===== src/common/cacheGeometryPkg.sv =====
`default_nettype none

package cacheGeometryPkg;

    // Byte address and data word widths
    localparam int addrWidth = 64;
    localparam int wordWidth = 64;

    // 64-byte line of eight 64-bit words
    localparam int offsetBits = 6;
    localparam int wordsPerLine = 8;
    localparam int wordSelBits = 3;

    // Full byte address as seen by core and memory
    typedef logic [addrWidth-1:0] addrT;

    // One data word
    typedef logic [wordWidth-1:0] wordT;

    // Whole cache line, word 0 in the lowest slot
    typedef wordT [wordsPerLine-1:0] lineT;

    // Fill beat counter, also the word select within a line
    typedef logic [wordSelBits-1:0] beatCountT;

endpackage

`default_nettype wire


===== src/rtl/lineFillBuffer.sv =====
`timescale 1ns/1ps
`default_nettype none

module lineFillBuffer
    import cacheGeometryPkg::*;
(
    input  wire logic rwArbiterCacheBus,
    input  wire logic rstN,
    input  wire logic clear,
    input  wire logic beatValid,
    input  wire wordT beatData,
    output lineT      line,
    output logic      lastBeat
);

    // Number of beats captured so far in this fill
    beatCountT beatCount;

    always_ff @(posedge rwArbiterCacheBus) begin
        if (!rstN) begin
            beatCount <= '0;
        end else if (clear) begin
            beatCount <= '0;
        end else if (beatValid) begin
            // Wraps to zero after the eighth beat
            beatCount <= beatCount + 1'b1;
        end
    end

    // Beats arrive in address order, so the count is the word slot
    always_ff @(posedge rwArbiterCacheBus) begin
        if (beatValid) begin
            line[beatCount] <= beatData;
        end
    end

    // Eighth beat is on beatData this cycle
    assign lastBeat = beatValid && (beatCount == beatCountT'(wordsPerLine - 1));

endmodule

`default_nettype wire


===== config.mk =====
export PLATFORM = sky130hd
export DESIGN_NAME = lineFillBuffer
export DESIGN_NICKNAME = d
export VERILOG_FILES = /design/src/common/cacheGeometryPkg.sv /design/src/rtl/lineFillBuffer.sv
export SDC_FILE = /design/constraint.sdc
export NUM_CORES = 1
export LEC_CHECK = 0
export BUFFER_PORTS_ARGS = -buffer_cell sky130_fd_sc_hd__buf_2
export CAP_MARGIN = 10
export CORE_AREA = 2 2 223 225
export DETAILED_ROUTE_END_ITERATION = 6
export DIE_AREA = 0 0 225 227
export PLACE_DENSITY_LB_ADDON = 0.08
export SYNTH_ARGS = -nofsm -noshare
export SYNTH_HDL_FRONTEND = slang
export SYNTH_SLANG_ARGS = --single-unit

===== constraint.sdc =====
create_clock -name rwArbiterCacheBus -period 8.1 [get_ports rwArbiterCacheBus]
set_clock_uncertainty 0.2 [all_clocks]
set_input_delay 1.215 -clock rwArbiterCacheBus [delete_from_list [all_inputs] [get_ports rwArbiterCacheBus]]
set_output_delay 1.215 -clock rwArbiterCacheBus [all_outputs]
set_load 0.02 [all_outputs]

-- Word level (Yosys, flattened, before mapping)
Cells that the tools add are included.
- flip-flop bits (word level): 515
- input port bits: 68
- output and inout bits: 513
- word-level logic and storage cells: 20
- $add $sub $neg: 1
- magnitude comparators: 2
- eq/ne operators: 1
- muxes and demuxes: 3
- bitwise logic cells: 1
- reduce and logical (&&, ||, !) cells: 3
- operators with widths (operator ; count):
    $bwmux W512 ; 1
    $demux W64 S3 ; 1
    $mux W64 ; 1
    $lt A3 B4 Y1 const B ; 1
    $add A3 B1 Y3 const B ; 1
    $eq A3 B3 Y1 const B ; 1
    $ge A3 B1 Y1 const B ; 1
    $logic_and A1 B1 Y1 ; 2
    $reduce_or A2 Y1 ; 1
    $not A1 Y1 ; 1

-- Depth between registers and ports, before layout
Gate-level depths: netlist of the first run.
- depth after elaboration: 5
- mapped depth: 4
- gate-level depth less buffers: 4

-- Least setup slack after synthesis of the first run
OpenSTA, ideal clock, no wires.
- path kind: input port to flip-flop
- from: input beatValid
- to: register line[256] (netlist name) (enable)
- setup time: 0.565 ns
- arrival time: 5.746 ns
- data required time: 7.335 ns
- setup slack: 1.589 ns
- stages: 3
- path buffers: 1
- cells stage by stage: buf_6 -> nand2_4 -> nor3_1
- RTL lines (what ; line ; RTL):
    from (decl) ; lineFillBuffer.sv:10 ; input wire logic beatValid,
    to (signal, indexed assignment) ; lineFillBuffer.sv:33 ; line[beatCount] <= beatData;
    to (decl) ; lineFillBuffer.sv:12 ; output lineT line,

-- Worst setup path after layout of the first run
- from: input beatValid
- to: output lastBeat
- word-level cells in the longest chain between the ends: 1
- RTL lines (what ; line ; RTL):
    $logic_and A1 B1 Y1 ; lineFillBuffer.sv:38 ; assign lastBeat = beatValid && (beatCount == beatCountT'(wordsPerLine - 1));
    to (decl) ; lineFillBuffer.sv:13 ; output logic lastBeat
Every way passes these cells.

==> flow_summary.json, run 1 <==
{
  "status": "complete, no violations",
  "cts-resized-gates": 0,
  "dp_hpwl_um": 28200,
  "vias_per_cell": 4.27,
  "period_share": 0.396,
  "wl_per_cell_um": 23.2,
  "grt_pass1_wl_um": 57900,
  "clkSlewWorstSetupHoldPaths_ns": 0.05,
  "powerDensity_nw_per_um2": 257,
  "worstPathArrival_ns": 1.79,
  "clock-root-buffer": "clkbuf_16",
  "first_global_vias": 7704,
  "tightest_slew_ns": 1.13,
  "max_freq_ghz": 0.312,
  "synth-simple-area-share": 0.00626,
  "min_path_type": "register to register",
  "crit_slowest_cell": "buf_2",
  "syn_to_final_growth_pct": 34.8,
  "synth_seq_cells": 515,
  "cts_made_buffers": 54,
  "insertion_delay_ns": 0.58,
  "synthCells": 539,
  "synth_cell_types": 13,
  "crit_path_cell_trace": "buf_2 > and2_1 > buf_2",
  "cts.sinks": 515,
  "drive_gt1_frac": 0.549,
  "critPathMaxFanout": 6,
  "fillers": 4312,
  "power.total_uw": 5410,
  "cts_tree": "done",
  "grt_overflow": 0,
  "worstSetupEndpointType": "output pin",
  "synth_warnings": 0,
  "ir_worst_vdd_mv": 0.171,
  "r2r_end": "line[372]",
  "synth_compound_area_frac": 0,
  "drtIter0Drc": 442,
  "die_area_um2": 51100,
  "holdBufCountCts": 0,
  "crit_top_cell": "buf_2",
  "setup_viol": 0,
  "grt_start_max_net_pins": 65,
  "drv_cap": 0,
  "worst_slack_ns": 4.90,
  "antenna_found_initial": 1,
  "fin_nets": 1252,
  "synth_adder_area_share": 0.00160,
  "reg2reg_from": "beatCount[0]",
  "synth.area.mux_share": 0.00128,
  "diodes": 0,
  "drt_first_pass_iters": 5,
  "die_w_um": 225,
  "p_leak_uw": 0.00788,
  "grt_setup_unrepaired": "no",
  "wl_um": 42800,
  "ant_nets": 0,
  "dp_slack_ns": 4.51,
  "cts_max_path_buffers": 3,
  "max_stage_delay_ns": 0.23,
  "hold_viol_final": 0,
  "critPathCapture": "lastBeat",
  "core.rowCount": 81,
  "place_congestion": 0.737,
  "via_count": 7898,
  "io_buffers": 580,
  "syn_avg_cell_area_um2": 28.9,
  "post_cts_buffers": 0,
  "start_util": 0.321,
  "coreArea_um2": 48500,
  "r2r_cells": 3,
  "r2r_setup_slack_ns": 5.52,
  "io_pins": 581,
  "syn-cell-area_um2": 15600,
  "die_y_um": 227,
  "ctsHtreeMaxLevel": 2,
  "synthXorXnorAreaFrac": 0.000562,
  "relSlewSlack": 0.245,
  "crit_start": "beatValid",
  "start_kind": "input pin",
  "tns_ns": 0,
  "synth_nets": 609,
  "path_class": "input pin to output pin",
  "period_minus_slack_ns": 3.20,
  "seq_area_frac_synth": 0.990,
  "grt_util_all_layers": 0.160,
  "cp.required_ns": 6.68,
  "drcViolationCount": 0,
  "slew_violations": 0,
  "synth_top_family_by_area": "simple AND/OR/NAND/NOR gates"
}
==> area by class of cell <==
type | count | area (um2) | share of cell area
Sequential cell | 515 | 15400 | 0.734
Clock buffer | 67 | 1420 | 0.0676
Tap cell | 622 | 778 | 0.0370
Clock inverter | 33 | 214 | 0.0102
Timing Repair Buffer | 588 | 2960 | 0.141
Multi-Input combinational cell | 23 | 206 | 0.00982
==> cell families after synthesis <==
logic type	after synthesis
xor gates and xnor gates	1
adders and majority gates	2
buffers and inverters	1
DFF	515
muxes	2
and+or+nand+nor	18
==> synthesized netlist by cell type (all sizes together) <==
library cell | instances | area [um2]
nand2b | 4 | 32.5
mux2i | 2 | 20.0
xnor2 | 1 | 8.76
nand2 | 2 | 15.0
ha | 2 | 25.0
and2 | 1 | 6.26
edfxtp | 512 | 15400
nor3 | 2 | 10.0
buf | 1 | 11.3
nor2 | 9 | 33.8
dfxtp | 3 | 60.1
==> metrics by stage <==
stage	util	cells	instance area [um2]	hold WS, ns
2_1_floorplan	-	539	15600	0.348
3_3_place_gp	0.399	1748	19400	0.382
3_5_place_dp	0.399	1748	19400	0.389
4_1_cts	0.433	1848	21000	0.400
5_1_grt	0.433	1848	21000	0.431
6_report	0.433	1848	21000	0.392
==> layout by cell type (no fill, tap or decap) <==
master and instances:
clkbuf_16 55, nand2_1 1, clkinvlp_4 3, nand2_4 1
nor3_2 2, ha_1 2, clkinv_2 13, clkbuf_1 12
buf_2 580, inv_6 2, and2_1 1, bufinv_16 2
mux2i_1 2, nand2b_4 1, nand2b_1 3, nor2_1 3
edfxtp_1 512, buf_4 8, nor2_4 6, clkinv_1 13
xnor2_1 1, dfxtp_1 3
==> worst max-delay path: cells and delay by family <==
kind,cells,cell delay [ns]
simple gates,1,0.18
buf+inv,2,0.40
==> where the power goes <==
| group | switching, uW | internal [uW] |
|---|---|---|
| registers | 7.67 | 2970 |
| clock network | 985 | 1300 |
| logic | 113 | 32.5 |
| total | 1110 | 4300 |
==> worst min path at each step <==
stage | start | end | slack, ns | depth (start not counted)
floorplan | beatCount[1] | beatCount[1] | 0.35 | 2
global placement | beatCount[2] | beatCount[2] | 0.38 | 2
detailed placement | beatCount[2] | beatCount[2] | 0.39 | 2
CTS | beatCount[2] | beatCount[2] | 0.40 | 2
global route | beatCount[2] | beatCount[2] | 0.43 | 2
finish | beatCount[2] | beatCount[2] | 0.39 | 2
==> flip-flops by register name, summed over array words and instances, names as in the netlist <==
register,count
line,512
beatCount,3
==> routing by layer <==
layer,global-route usage,part of all wire
met5,0,0.00030
met4,0.0406,0.016
met3,0.0731,0.11
met2,0.275,0.51
met1,0.182,0.36
Power figures use the tool's default switching activity.
==> inputs of run 2 (changes only) <==
- CORE_AREA: 2 2 223 225 -> 2 2 228 230
- DIE_AREA: 0 0 225 227 -> 0 0 230 232
- clock period: 8.1 -> 2.57 ns (I/O delays scaled with it)
==> flow_summary.json, run 2 (same netlist as run 1, synthesis figures left out) <==
{
  "start_kind": "register",
  "tns_ns": 0,
  "dp.cells": 1813,
  "clkSlewWorstSetupHoldPaths_ns": 0.06,
  "io_pins": 581,
  "cts_max_path_buffers": 3,
  "worstSetupEndpointType": "output pin",
  "drcViolationCount": 0,
  "diodes": 0,
  "layout.cells.non_filler": 1980,
  "tightest_slew_ns": 0.499,
  "fin_nets": 1326,
  "mostFrequentLayoutCells": "580 x buf_2, 512 x edfxtp_1, 67 x dlygate4sd3_1",
  "p_leak_uw": 0.00833,
  "die_area_um2": 53400,
  "grt_overflow": 0,
  "dp_hpwl_um": 29400,
  "multi_input_area_um2": 228,
  "insertion_delay_ns": 0.58,
  "r2r_setup_slack_ns": 0.65,
  "drive_gt1_frac": 0.528,
  "period_share": 0.919,
  "wl_um": 42800,
  "hold_viol_final": 0,
  "critPathMaxFanout": 7,
  "cts_made_buffers": 54,
  "post_cts_buffers": 0,
  "relSlewSlack": 0.667,
  "wl_per_cell_um": 21.6,
  "antenna_found_initial": 0,
  "final_common_cell": "buf_2",
  "cts-resized-gates": 0,
  "syn_to_final_growth_pct": 42.4,
  "drt_first_pass_iters": 5,
  "max_freq_ghz": 0.423,
  "largest_register": "line",
  "grt_pass1_wl_um": 59400,
  "path_class": "register to output pin",
  "status": "complete, no violations",
  "place_congestion": 0.762,
  "fillers": 4561,
  "ctsHtreeMaxLevel": 2,
  "vias_per_cell": 4.10,
  "powerDensity_nw_per_um2": 816,
  "min_path_type": "input pin to register",
  "die_y_um": 232,
  "ir_worst_vdd_mv": 0.554,
  "slew_violations": 0,
  "start_util": 0.307,
  "drtIter0Drc": 316,
  "clock-root-buffer": "clkbuf_16",
  "first_global_vias": 8190,
  "ant_nets": 0,
  "largest_reg_flops": 512,
  "worstPathArrival_ns": 1.78,
  "period_minus_slack_ns": 2.36,
  "grt_util_all_layers": 0.154,
  "via_count": 8127,
  "fin_util": 0.436,
  "core.rowCount": 83,
  "die_w_um": 230,
  "reg_top3": "line x512, beatCount x3",
  "drv_cap": 0,
  "cts.sinks": 515,
  "coreArea_um2": 50900,
  "cts_tree": "done",
  "setup_viol": 0,
  "grt_setup_unrepaired": "no",
  "io_buffers": 580,
  "regArea_um2": 15400,
  "grt_start_max_net_pins": 65,
  "cp.required_ns": 1.98
}
==> run 2: changes by cell type in the layout (fill, tap and decap cells not counted), sizes merged <==
cell / before / now
buf: 588 / 595
bufinv: 2 / 11
dlygate4sd3: 0 / 67
inv: 2 / 3
clkbuf: 67 / 68
clkinv: 26 / 16
clkinvlp: 3 / 2
==> run 2: routing by layer <==
metal,GRT usage,vias up,share of wire
met3,0.0577,79,0.084
li1,-,3640,-
met4,0.0595,0,0.034
met1,0.169,4066,0.36
met5,0,-,0
met2,0.272,342,0.52
==> run 2: critical path: stages (launching register included) <==
cell and delay, ns:
dfxtp_1 0.53, ha_1 0.22, ha_1 0.13, and2_1 0.14, buf_2 0.18
==> run 2: final cells by class <==
class	instances	area share
Tap cell	680	0.0383
Timing Repair Buffer	662	0.172
Multi-Input combinational cell	23	0.0103
Clock inverter	32	0.0202
Sequential cell	515	0.695
Clock buffer	68	0.0642
==> run 2: what timing repair did <==
action,CTS,global route
hold buffers,67,0
setup endpoints to repair,0,0
endpoints found under the hold margin,515,0
==> run 2: where the power goes <==
group | leakage (uW) | switching, uW | total [uW] | internal [uW]
clock | 0.000914 | 3160 | 8190 | 5040
sequential | 0.00468 | 22.7 | 9370 | 9350
combinational | 0.00274 | 371 | 552 | 181
total | 0.00833 | 3550 | 18100 | 14600
==> run 2: worst paths after layout <==
path | end | depth (start not counted) | start
worst max register to register | line[366] | 3 | beatCount[0]
worst min-delay path | line[198] | 2 | beatData[6]
worst min register to register | beatCount[2] | 2 | beatCount[2]
worst max-delay path | lastBeat | 4 | beatCount[1]
==> run 2: per-stage QoR <==
| stage | worst slack, ns | power [uW] | hold slack [ns] | instance area, um2 |
|---|---|---|---|---|
| 5_1_grt | 0.0716 | 18700 | 0.405 | 22200 |
| 2_1_floorplan | -0.367 | 9730 | 0.284 | 15700 |
| 6_report | 0.208 | 18100 | 0.414 | 22200 |
| 4_1_cts | 0.136 | 18400 | 0.371 | 22200 |
| 3_5_place_dp | 0.602 | 10000 | 0.419 | 19700 |
| 3_3_place_gp | 0.621 | 10000 | 0.416 | 19700 |
